[config.mk]
export PLATFORM = sky130hd
export DESIGN_NAME = ipcpPrefetcher
export DESIGN_NICKNAME = d
export VERILOG_FILES = /design/src/verilog/ipcpTablePkg.sv /design/src/verilog/prefetchReqPkg.sv /design/src/verilog/ipcpPrefetcher.sv /design/src/verilog/prefetchIssuer.sv /design/src/verilog/prefetchQueue.sv /design/src/verilog/ipcpClassifier.sv /design/src/verilog/bram.sv
export SDC_FILE = /design/constraint.sdc
export NUM_CORES = 2
export LEC_CHECK = 0
export BUFFER_PORTS_ARGS = -buffer_cell sky130_fd_sc_hd__buf_2
export CAP_MARGIN = 20
export CORE_MARGIN = 2
export CORE_UTILIZATION = 68
export DETAILED_ROUTE_END_ITERATION = 16
export PLACE_DENSITY = 0.85
export SKIP_LAST_GASP = 1
export SLEW_MARGIN = 20
export SYNTH_ARGS = -nofsm -noshare
export SYNTH_HDL_FRONTEND = slang
export SYNTH_HIERARCHICAL = 1
export SYNTH_SLANG_ARGS = --single-unit
[constraint.sdc]
create_clock -name clk -period 20.2 [get_ports clk]
set_clock_uncertainty 0.15 [all_clocks]
set_input_delay 2.02 -clock clk [delete_from_list [all_inputs] [get_ports clk]]
set_output_delay 2.02 -clock clk [all_outputs]
set_load 0.02 [all_outputs]
[src/verilog/ipcpTablePkg.sv]
package ipcpTablePkg;

    // Access classes, code 2 stays free for complex stride
    typedef enum logic [1:0]
    {
        NL = 2'd0,
        CS = 2'd1,
        GS = 2'd3
    } accessClass;

    // IP table, index from ipAddr[7:2] and tag from ipAddr[16:8]
    localparam int IP_INDEX_BITS = 6;
    localparam int IP_TAG_BITS = 9;

    // Region table covers 2 KB regions
    localparam int REGION_INDEX_BITS = 4;

    localparam int LINE_OFFSET_BITS = 5; // 32 byte lines

    // Signed line stride
    localparam int STRIDE_BITS = 8;

endpackage
[src/verilog/prefetchReqPkg.sv]
package prefetchReqPkg;

    import ipcpTablePkg::*;

    localparam int LINE_ADDR_BITS = 27; // 32 bit byte address minus line offset

    // One classified access, expanded later into DEGREE lines
    typedef struct packed
    {
        logic [LINE_ADDR_BITS-1:0] baseLine;
        logic signed [STRIDE_BITS-1:0] stride;
        accessClass reqClass;
    } prefetchReq;

endpackage

[src/verilog/ipcpPrefetcher.sv]
module ipcpPrefetcher
    import prefetchReqPkg::*;
#(
    parameter int QUEUE_DEPTH = 4,
    parameter int DEGREE = 2
)
(
    input  logic        clk,
    input  logic        RST_vout,
    input  logic [31:0] ipAddr,
    input  logic [31:0] visitAddr,
    input  logic        visitValid,
    input  logic        preReady,
    output logic [31:0] preAddr,
    output logic        preValid
);

    logic pushValid;
    prefetchReq pushReq;
    logic creditReturn;
    logic qValid;
    prefetchReq qReq;
    logic qPop;

    ipcpClassifier #(.QUEUE_DEPTH(QUEUE_DEPTH)) classifier
    (
        .clk(clk), .RST_vout(RST_vout),
        .ipAddr(ipAddr), .visitAddr(visitAddr), .visitValid(visitValid),
        .creditReturn(creditReturn),
        .pushValid(pushValid), .pushReq(pushReq)
    );

    prefetchQueue #(.DEPTH(QUEUE_DEPTH), .payloadT(prefetchReq)) queue
    (
        .clk(clk), .RST_vout(RST_vout),
        .pushValid(pushValid), .pushData(pushReq), .pop(qPop),
        .qValid(qValid), .headData(qReq), .creditReturn(creditReturn)
    );

    prefetchIssuer #(.DEGREE(DEGREE)) issuer
    (
        .clk(clk), .RST_vout(RST_vout),
        .qValid(qValid), .qReq(qReq), .preReady(preReady),
        .qPop(qPop), .preAddr(preAddr), .preValid(preValid)
    );

endmodule

[src/verilog/prefetchIssuer.sv]
module prefetchIssuer
    import ipcpTablePkg::*;
    import prefetchReqPkg::*;
#(
    parameter int DEGREE = 2
)
(
    input  logic        clk,
    input  logic        RST_vout,
    input  logic        qValid,
    input  prefetchReq  qReq,
    input  logic        preReady,
    output logic        qPop,
    output logic [31:0] preAddr,
    output logic        preValid
);

    localparam int STEP_BITS = $clog2(DEGREE + 1);

    prefetchReq curReq;
    logic [STEP_BITS-1:0] step; // Runs 1 to DEGREE
    logic signed [LINE_ADDR_BITS-1:0] stepOffset;
    logic [LINE_ADDR_BITS-1:0] lineAddr;

    assign qPop = !preValid && qValid;

    assign stepOffset = $signed(curReq.stride) * $signed({1'b0, step});
    assign lineAddr = curReq.baseLine + stepOffset;
    assign preAddr = {lineAddr, {LINE_OFFSET_BITS{1'b0}}};

    always_ff @(posedge clk)
    begin
        if (!RST_vout)
        begin
            preValid <= 1'b0;
            step <= '0;
        end
        else if (qPop)
        begin
            preValid <= 1'b1;
            step <= STEP_BITS'(1);
        end
        else if (preValid && preReady)
        begin
            if (step == STEP_BITS'(DEGREE))
                preValid <= 1'b0;
            else
                step <= step + 1'b1;
        end
    end

    // Held while the steps are issued
    always_ff @(posedge clk)
    begin
        if (qPop)
            curReq <= qReq;
    end

endmodule

[src/verilog/prefetchQueue.sv]
module prefetchQueue #(
    parameter int DEPTH = 4,
    parameter type payloadT = logic [31:0]
)
(
    input  logic    clk,
    input  logic    RST_vout,
    input  logic    pushValid,
    input  payloadT pushData,
    input  logic    pop,
    output logic    qValid,
    output payloadT headData,
    output logic    creditReturn
);

    localparam int PTR_BITS = (DEPTH > 1) ? $clog2(DEPTH) : 1;
    localparam int COUNT_BITS = $clog2(DEPTH + 1);

    payloadT mem [DEPTH];
    logic [PTR_BITS-1:0] wrPtr, rdPtr;
    logic [COUNT_BITS-1:0] count;
    logic doPop;

    // Wraps for depths that are not a power of two
    function automatic logic [PTR_BITS-1:0] nextPtr(input logic [PTR_BITS-1:0] ptr);
        return (ptr == PTR_BITS'(DEPTH - 1)) ? '0 : ptr + 1'b1;
    endfunction

    assign qValid = count != '0;
    assign headData = mem[rdPtr];
    assign doPop = pop && qValid;

    always_ff @(posedge clk)
    begin
        if (pushValid)
            mem[wrPtr] <= pushData;
    end

    always_ff @(posedge clk)
    begin
        if (!RST_vout)
        begin
            wrPtr <= '0;
            rdPtr <= '0;
            count <= '0;
            creditReturn <= 1'b0;
        end
        else
        begin
            if (pushValid)
                wrPtr <= nextPtr(wrPtr);
            if (doPop)
                rdPtr <= nextPtr(rdPtr);
            count <= count + COUNT_BITS'(pushValid) - COUNT_BITS'(doPop);
            creditReturn <= doPop; // One credit per pop
        end
    end

endmodule

[src/verilog/ipcpClassifier.sv]
module ipcpClassifier
    import ipcpTablePkg::*;
    import prefetchReqPkg::*;
#(
    parameter int QUEUE_DEPTH = 4
)
(
    input  logic        clk,
    input  logic        RST_vout,
    input  logic [31:0] ipAddr,
    input  logic [31:0] visitAddr,
    input  logic        visitValid,
    input  logic        creditReturn,
    output logic        pushValid,
    output prefetchReq  pushReq
);

    localparam int LAST_LINE_BITS = STRIDE_BITS + 1;
    localparam int REGION_OFF_BITS = 6; // 64 lines per region
    localparam int TRAIN_LINES = 48;
    localparam int CREDIT_BITS = $clog2(QUEUE_DEPTH + 1);
    localparam logic signed [5:0] DIR_MAX = 6'sb011111;
    localparam logic signed [5:0] DIR_MIN = 6'sb100000;

    typedef struct packed
    {
        logic [IP_TAG_BITS-1:0] tag;
        logic [LAST_LINE_BITS-1:0] lastLine;
        logic signed [STRIDE_BITS-1:0] stride;
        logic [1:0] conf;
        logic stream;
        logic dir; // 1 ascending
    } ipEntry;

    typedef struct packed
    {
        logic [5:0] regionHits;
        logic [2**REGION_OFF_BITS-1:0] touched;
        logic [5:0] distinct;
        logic signed [5:0] dirCount;
        logic [REGION_OFF_BITS-1:0] lastOffset;
        logic trained;
    } regionEntry;

    logic [IP_INDEX_BITS-1:0] ipRaddr, ipIdx0;
    logic [IP_TAG_BITS-1:0] ipTag0;
    logic [REGION_INDEX_BITS-1:0] regionRaddr, regionIdx0;
    logic [LINE_ADDR_BITS-1:0] line0;
    logic [REGION_OFF_BITS-1:0] regionOff;
    logic valid0;
    logic [2**IP_INDEX_BITS-1:0] ipValid;
    logic [2**REGION_INDEX_BITS-1:0] regionValid;
    logic ipValidRd, regionValidRd;
    ipEntry ipRd, ipNext;
    regionEntry regionRd, regionCur, regionNext;
    logic ipHit;
    logic signed [STRIDE_BITS-1:0] curStride, reqStride;
    accessClass reqClass;
    logic [CREDIT_BITS-1:0] credits;
    logic pushNow;

    assign ipRaddr = ipAddr[IP_INDEX_BITS+1:2];
    assign regionRaddr = visitAddr[LINE_OFFSET_BITS+REGION_OFF_BITS +: REGION_INDEX_BITS];
    assign regionIdx0 = line0[REGION_OFF_BITS +: REGION_INDEX_BITS];
    assign regionOff = line0[REGION_OFF_BITS-1:0];

    bram #(.DATA_WIDTH($bits(ipEntry)), .ADDR_WIDTH(IP_INDEX_BITS)) ipTable
    (
        .clk(clk), .raddr(ipRaddr), .waddr(ipIdx0),
        .din(ipNext), .we(valid0), .dout(ipRd)
    );

    bram #(.DATA_WIDTH($bits(regionEntry)), .ADDR_WIDTH(REGION_INDEX_BITS)) regionTable
    (
        .clk(clk), .raddr(regionRaddr), .waddr(regionIdx0),
        .din(regionNext), .we(valid0), .dout(regionRd)
    );

    // Region update
    always_comb
    begin
        regionCur = regionValidRd ? regionRd : '0;
        regionNext = regionCur;
        if (!(&regionCur.regionHits))
            regionNext.regionHits = regionCur.regionHits + 1'b1;
        regionNext.touched = regionCur.touched | ((2**REGION_OFF_BITS)'(1) << regionOff);
        if (!regionCur.touched[regionOff] && !(&regionCur.distinct))
            regionNext.distinct = regionCur.distinct + 1'b1;
        if (regionOff > regionCur.lastOffset && regionCur.dirCount != DIR_MAX)
            regionNext.dirCount = regionCur.dirCount + 6'sd1;
        else if (regionOff < regionCur.lastOffset && regionCur.dirCount != DIR_MIN)
            regionNext.dirCount = regionCur.dirCount - 6'sd1;
        regionNext.lastOffset = regionOff;
        regionNext.trained = regionCur.trained | (regionNext.distinct >= 6'(TRAIN_LINES));
    end

    // IP update and classification
    always_comb
    begin
        ipHit = ipValidRd && ipRd.tag == ipTag0;
        curStride = STRIDE_BITS'(line0[LAST_LINE_BITS-1:0] - ipRd.lastLine);
        ipNext = ipRd;
        reqClass = NL;
        reqStride = 8'sd1;
        if (!ipHit)
        begin
            ipNext = '0; // Reallocate
            ipNext.tag = ipTag0;
            ipNext.lastLine = line0[LAST_LINE_BITS-1:0];
        end
        else
        begin
            ipNext.lastLine = line0[LAST_LINE_BITS-1:0];
            if (curStride == ipRd.stride)
                ipNext.conf = (&ipRd.conf) ? ipRd.conf : ipRd.conf + 2'd1;
            else
                ipNext.conf = (ipRd.conf == 2'd0) ? ipRd.conf : ipRd.conf - 2'd1;
            if (ipRd.conf == 2'd0)
                ipNext.stride = curStride;
            if (regionCur.trained)
            begin
                ipNext.stream = 1'b1;
                ipNext.dir = !regionCur.dirCount[5];
            end
            if (ipNext.stream)
            begin
                reqClass = GS;
                reqStride = ipNext.dir ? 8'sd1 : -8'sd1;
            end
            else if (ipRd.conf >= 2'd2)
            begin
                reqClass = CS;
                reqStride = ipRd.stride;
            end
        end
    end

    assign pushNow = valid0 && credits != '0; // No credit, request dropped

    always_ff @(posedge clk)
    begin
        if (!RST_vout)
        begin
            valid0 <= 1'b0;
            pushValid <= 1'b0;
            credits <= CREDIT_BITS'(QUEUE_DEPTH);
            ipValid <= '0;
            regionValid <= '0;
            ipValidRd <= 1'b0;
            regionValidRd <= 1'b0;
        end
        else
        begin
            valid0 <= visitValid;
            pushValid <= pushNow;
            credits <= credits - CREDIT_BITS'(pushNow) + CREDIT_BITS'(creditReturn);
            ipValidRd <= ipValid[ipRaddr] | (valid0 && ipIdx0 == ipRaddr);
            regionValidRd <= regionValid[regionRaddr] | (valid0 && regionIdx0 == regionRaddr);
            if (valid0)
            begin
                ipValid[ipIdx0] <= 1'b1;
                regionValid[regionIdx0] <= 1'b1;
            end
        end
    end

    always_ff @(posedge clk)
    begin
        ipIdx0 <= ipRaddr;
        ipTag0 <= ipAddr[IP_INDEX_BITS+2 +: IP_TAG_BITS];
        line0 <= visitAddr[31:LINE_OFFSET_BITS];
        pushReq.baseLine <= line0;
        pushReq.stride <= reqStride;
        pushReq.reqClass <= reqClass;
    end

endmodule

[src/verilog/bram.sv]
module bram #(
    parameter int DATA_WIDTH = 32,
    parameter int ADDR_WIDTH = 6
)
(
    input  logic                  clk,
    input  logic [ADDR_WIDTH-1:0] raddr,
    input  logic [ADDR_WIDTH-1:0] waddr,
    input  logic [DATA_WIDTH-1:0] din,
    input  logic                  we,
    output logic [DATA_WIDTH-1:0] dout
);

    logic [DATA_WIDTH-1:0] mem [2**ADDR_WIDTH];

    always_ff @(posedge clk)
    begin
        if (we)
            mem[waddr] <= din;
        if (we && waddr == raddr)
            dout <= din; // Write first on collision
        else
            dout <= mem[raddr];
    end

endmodule

Word-level counts from Yosys, hierarchy flattened
Memory sizes are Yosys's and may differ from the RTL's. A register that Yosys moved wholly into a read port is not among the register bits.
Cells that the tools add are included.
{ "word_totals": {"register_bits": 177, "ramBits": 3492, "elab_cells": 137, "mem_count": 3} }
{ "memory_table": {"columns": ["name", "words", "width", "rd", "rd_ports_with_merged_regs", "wr", "line_no", "source"], "rows": [
  ["classifier.ipTable.mem", 64, 30, 1, 1, 1, "bram.sv:14", "logic [DATA_WIDTH-1:0] mem [2**ADDR_WIDTH];"],
  ["classifier.regionTable.mem", 16, 89, 1, 1, 1, "bram.sv:14", null],
  ["queue.mem", 4, 37, 1, 1, 1, "prefetchQueue.sv:19", "payloadT mem [DEPTH];"]
]} }
{ "classes": {"addsub": 15, "n_mul": 1, "magnitude_cmp": 11, "n_eq_ne": 10, "n_shift": 1, "n_mux": 40, "n_bitwise": 8, "reduce_logical": 28} }
{ "ops": {"columns": ["cell", "count"], "rows": [
  ["64-bit OR", 2],
  ["89-bit 2-to-1 mux", 1],
  ["1-bit by 6-bit << shifter with 64-bit output, first input constant", 1],
  ["8-bit 2-to-1 mux", 4],
  ["27-bit adder", 1],
  ["6-bit 2-to-1 mux", 4],
  ["6-bit by 7-bit < comparator with 1-bit output, second input constant", 3],
  ["1-bit 2-to-1 mux", 16],
  ["2-bit 2-to-1 mux", 8],
  ["16-bit OR", 1],
  ["6-bit by 1-bit adder with 6-bit output, second input constant", 2],
  ["1-bit binary-select mux with 6-bit select", 2],
  ["1-bit logical AND", 12],
  ["12-bit 2-to-1 mux", 1],
  ["6-bit inequality test, second input constant", 2],
  ["6-bit AND reduction", 2],
  ["8-bit by 3-bit multiplier with 11-bit output", 1],
  ["4-bit by 5-bit < comparator with 1-bit output, second input constant", 2],
  ["9-bit equality test", 1],
  ["9-bit 2-to-1 mux", 1],
  ["2-bit by 1-bit adder with 2-bit output, second input constant", 4],
  ["8-bit equality test", 1],
  ["2-bit AND reduction", 4],
  ["8-bit subtractor", 1],
  ["25 further kinds", 37]
]} }

Longest topological paths before layout
{ "logic_depth": {"ltp_word": 8, "depth_mapped": 21, "depth_no_buf": 18} }

By module
The synthesis kept the hierarchy.
{ "by_module_without_submodules": {"columns": ["module", "n_inst", "cells_per_inst", "area_each_um2", "seq_area_each_um2"], "rows": [
  ["bram (classifier.ipTable)", 1, 3285, 73488.0, 57775.4],
  ["bram (classifier.regionTable)", 1, 2197, 53302.4, 42841.1],
  ["ipcpClassifier", 1, 991, 8471.9, 3323.2],
  ["prefetchQueue", 1, 239, 5881.9, 4644.5],
  ["prefetchIssuer", 1, 351, 3320.7, 1111.1]
]} }

Worst setup path before layout
No wires, ideal clock.
{ "synth_path": {"path_kind": "register to register", "startpoint": "register classifier.line0[8]", "endpoint": "memory classifier/regionTable/mem[12][0] in the netlist's numbering, enable pin", "arrival_time_ps": 7540, "t_required_ps": 19405, "setup_slack_ps": 11865, "stages_incl_launch_ff": 3, "path_buffers": 0, "synth_period_minus_slack_ps": 8335, "path_cell_list": "dfxtp_1 > nand3_1 > nor3_1"} }
{ "synth_lines": {"columns": ["item", "line_no", "source"], "rows": [
  ["from (decl)", "ipcpClassifier.sv:48", "logic [LINE_ADDR_BITS-1:0] line0;"],
  ["from (signal assigned)", "ipcpClassifier.sv:171", "line0 <= visitAddr[31:LINE_OFFSET_BITS];"],
  ["to (decl)", "bram.sv:14", null]
]} }
Straight into the memory's write port.

==> metrics.md <==
| Metric | Value |
|---|---|
| Die width | `roughly 450 µm` |
| Total Routed Length | `about 420 mm` |
| Worst skew pair latency | `approximately 1.0 ns` |
| Critical Path RT | `a little over 20 ns` |
| DR DRC count | `0` |
| Largest net degree at the start of global routing | `between 100 and 150` |
| Max-cap violations | `1` |
| CP Class | `reg2reg` |
| Worst path cell trace | `buf_4 > buf_4 > mux2i_1 > a22oi_1 > nand4_1 > nor2_1 > inv_1 > ha_1 > and3_1 > a21oi_1 > nand2_1 > a311oi_1 > o211ai_1 > a2111oi_0 > nand2_1 > a21oi_4 > buf_4` |
| Die height | `approximately 450 µm` |
| Layout cell share with drive strength beyond 1 | `around a quarter` |
| Synthesized cell area | `138000 µm²` |
| R2R Setup Slk | `approximately 11 ns` |
| Worst Path Arrival | `9.80 ns` |
| Fmax achieved | `roughly 110 MHz` |
| Post-route clock period utilization | `between 40% and 50%` |
| H-tree levels | `5` |
| GP Congestion | `about 0.92` |
| Cts repair resizes | `0` |
| Row count | `about 170` |
| Core ar. | `just over 200000 µm²` |
| Hold slack | `roughly 0.17 ns` |
| Grt total ovfl | `0` |
| Status | `finished with violations` |
| CP peak stage delay | `between 1.5 and 2 ns` |
| # Post-CTS Setup Buffers | `0` |
| Drt first-iter violations | `16800` |
| Fin cells | `9984` |
| Initial antenna violation count | `28` |
| Mapped Cells | `a little under 7000` |
| Clk sink count | `around 3500` |
| Least-Margin Pin Slew | `2.03 ns` |
| Nets | `between 7000 and 8000` |
| Full die area | `approximately 210000 µm²` |
| Most used cell, CP | `buf_4` |
| Avg Synthesized Cell Area | `around 20 µm²` |
| Pwr dens | `105 nW/µm²` |
| Worst Setup EP | `classifier/ipTable/mem[19][2]$_DFFE_PP_` |
| Clock share of power | `slightly above 40%` |
| Final setup viols | `0` |
| Worst Hold Class | `reg2reg` |
| Area grow syn2layout | `11.1%` |
| Tot GR Track Use | `about two fifths` |
| TritonCTS clock tree | `done` |
| # port buffers | `73` |
| Lkg Pwr | `between 40 and 50 nW` |
| Tot Pwr | `16.1 mW` |
| Sequential power share | `50.6%` |
| Switching share of power | `roughly 25%` |
| Antenna Nets Post-Route | `0` |
| Reg-to-Reg End | `classifier/ipTable/mem[19][2]$_DFFE_PP_` |
| Failing checks | `capacitance limit, slew limit` |
| P_sw | `roughly 4 mW` |
| Hold-fix buffers, CTS | `0` |
| Minimum clock period | `slightly above 9 ns` |
| First-pass GRT wire length | `~560 mm` |
| Setup crit start kind | `register` |
| Dpl cells | `about 9400` |
| Combinational share of power | `~8.6%` |
| Worst IR drop on VDD | `~0.00012 V` |
| Register-to-Register Path Depth | `17` |
| RSZ-0062 raised after global routing | `false` |
| Crit path capture type | `register` |
| CTS clk-pin slew, worst paths | `about 0.07 ns` |
| Int Power | `approximately 12 mW` |
| DRT Pass-1 Iters | `9` |
| Vias in the first global route | `78100` |
| Synth warn | `6` |
| Clock buffer count from CTS | `344` |
| DR WL/cell | `41.9 µm` |
| Critical path peak fanout | `35` |
| Root buffer cell | `clkbuf_16` |
| Slew Viols, Final | `2` |
| Max clock buf depth | `4` |
| Setup TNS | `0 ns` |
| Detailed-route via count | `79500` |
| Slowest CP cell | `a22oi_1` |
| Final Hold Viols | `0` |
| Slew HR | `-35.1%` |
| DP Wirelength | `approximately 190 mm` |
| I/O pin cnt | `just over 100` |
| Vias/cell | `between 7 and 8` |
| Initial Util | `68.4%` |
## stage by stage
| stage | instance area, µm² | util (%) | worst slack, ns |
|---|---|---|---|
| after floorplan | 138000 | - | 12.79 |
| after global placement | 142000 | 70.3 | 11.90 |
| after detailed placement | 142000 | 70.3 | 11.63 |
| after CTS | 153000 | 75.7 | 11.39 |
| after global routing | 153000 | 75.9 | 10.60 |
| final | 153000 | 76.0 | 10.95 |
## placed cells by master, fill, tap and decap left out, types with 15 or more instances in the layout
| cell | instances |
|---|---|
| nor2b_1 | 82 |
| a22o_1 | 22 |
| mux4_2 | 783 |
| buf_2 | 75 |
| nand4_1 | 33 |
| nand2_1 | 266 |
| nor2_4 | 45 |
| and2_1 | 43 |
| nor3_1 | 29 |
| o22ai_1 | 43 |
| buf_4 | 195 |
| edfxtp_1 | 3359 |
| buf_12 | 15 |
| clkbuf_1 | 62 |
| nor2_2 | 36 |
| o21ai_0 | 91 |
| o221ai_1 | 15 |
| nor2_1 | 145 |
| bufinv_16 | 25 |
| o21a_1 | 55 |
| a311oi_1 | 23 |
| clkinv_1 | 52 |
| xor2_1 | 25 |
| mux2i_1 | 221 |
| nand2b_1 | 29 |
| xnor2_1 | 33 |
| a21oi_1 | 104 |
| clkinv_2 | 64 |
| a22oi_1 | 272 |
| clkbuf_16 | 355 |
| dfxtp_1 | 161 |
| inv_1 | 47 |
| nand3_1 | 55 |
| ha_1 | 71 |
| o21ai_1 | 27 |
## routing by layer
metal	vias to the layer above	GRT usage, %	wire, µm
met5	-	0	273
met3	2280	12.8	68400
met1	38800	50.0	124000
met4	26	21.9	32100
met2	9847	59.1	194000
li1	28500	-	-
## state kept, by name (all words and copies together) (netlist names), named ones only
name,flops
queue/mem,140
queue/rdPtr,2
classifier/regionValidRd,1
classifier/line0,27
queue/creditReturn,1
classifier/ipValid,64
classifier/pushReq,35
classifier/ipIdx0,6
issuer/curReq,35
classifier/credits,3
classifier/valid0,1
classifier/ipTag0,9
classifier/regionValid,16
queue/count,3
classifier/pushValid,1
issuer/preValid,1
classifier/regionTable/mem,1328
classifier/ipValidRd,1
classifier/ipTable/mem,1856
issuer/step,2
queue/wrPtr,2
## final cells by class
| type | count | area [µm²] |
|---|---|---|
| fill | 9240 | 48500 |
| clock inverter | 170 | 1500 |
| antenna | 13 | 32.5 |
| clock buffer | 425 | 9230 |
| sequential | 3546 | 105000 |
| tap | 2672 | 3340 |
| timing repair buffer | 304 | 2520 |
| inverter | 48 | 180 |
| multi-input combinational | 2806 | 31900 |
## critical path: cells and delay by family (launching register included)
kind                       cells  cell delay [ns]
AOI/OAI and AO/OA              6             3.77
buffers and inverters          4             1.99
and+or+nand+nor                5             1.44
DFF                            1             0.86
adders and majority gates      1             0.39
muxes                          1             0.23
## power groups by stage
stage	sequential [mW]	clock [mW]	combinational, mW
detailed placement	8.32	0	1.31
floorplan	8.30	0	0.932
global placement	8.31	0	1.27
CTS	8.17	6.37	1.35
global route	8.18	6.65	1.46
finish	8.17	6.58	1.40
## worst min path at each step
stage,to,cells after the start,start
final,classifier/pushReq[22]$_DFF_P_,0,classifier/line0[12]$_DFF_P_
after global routing,classifier/pushReq[28]$_DFF_P_,0,classifier/line0[18]$_DFF_P_
after CTS,classifier/pushReq[22]$_DFF_P_,0,classifier/line0[12]$_DFF_P_
after detailed placement,classifier/pushReq[36]$_DFF_P_,0,classifier/line0[26]$_DFF_P_
after global placement,classifier/pushReq[32]$_DFF_P_,0,classifier/line0[22]$_DFF_P_
after floorplan,classifier/pushReq[20]$_DFF_P_,0,classifier/line0[10]$_DFF_P_
No activity file was read; power rests on OpenSTA's default activity.
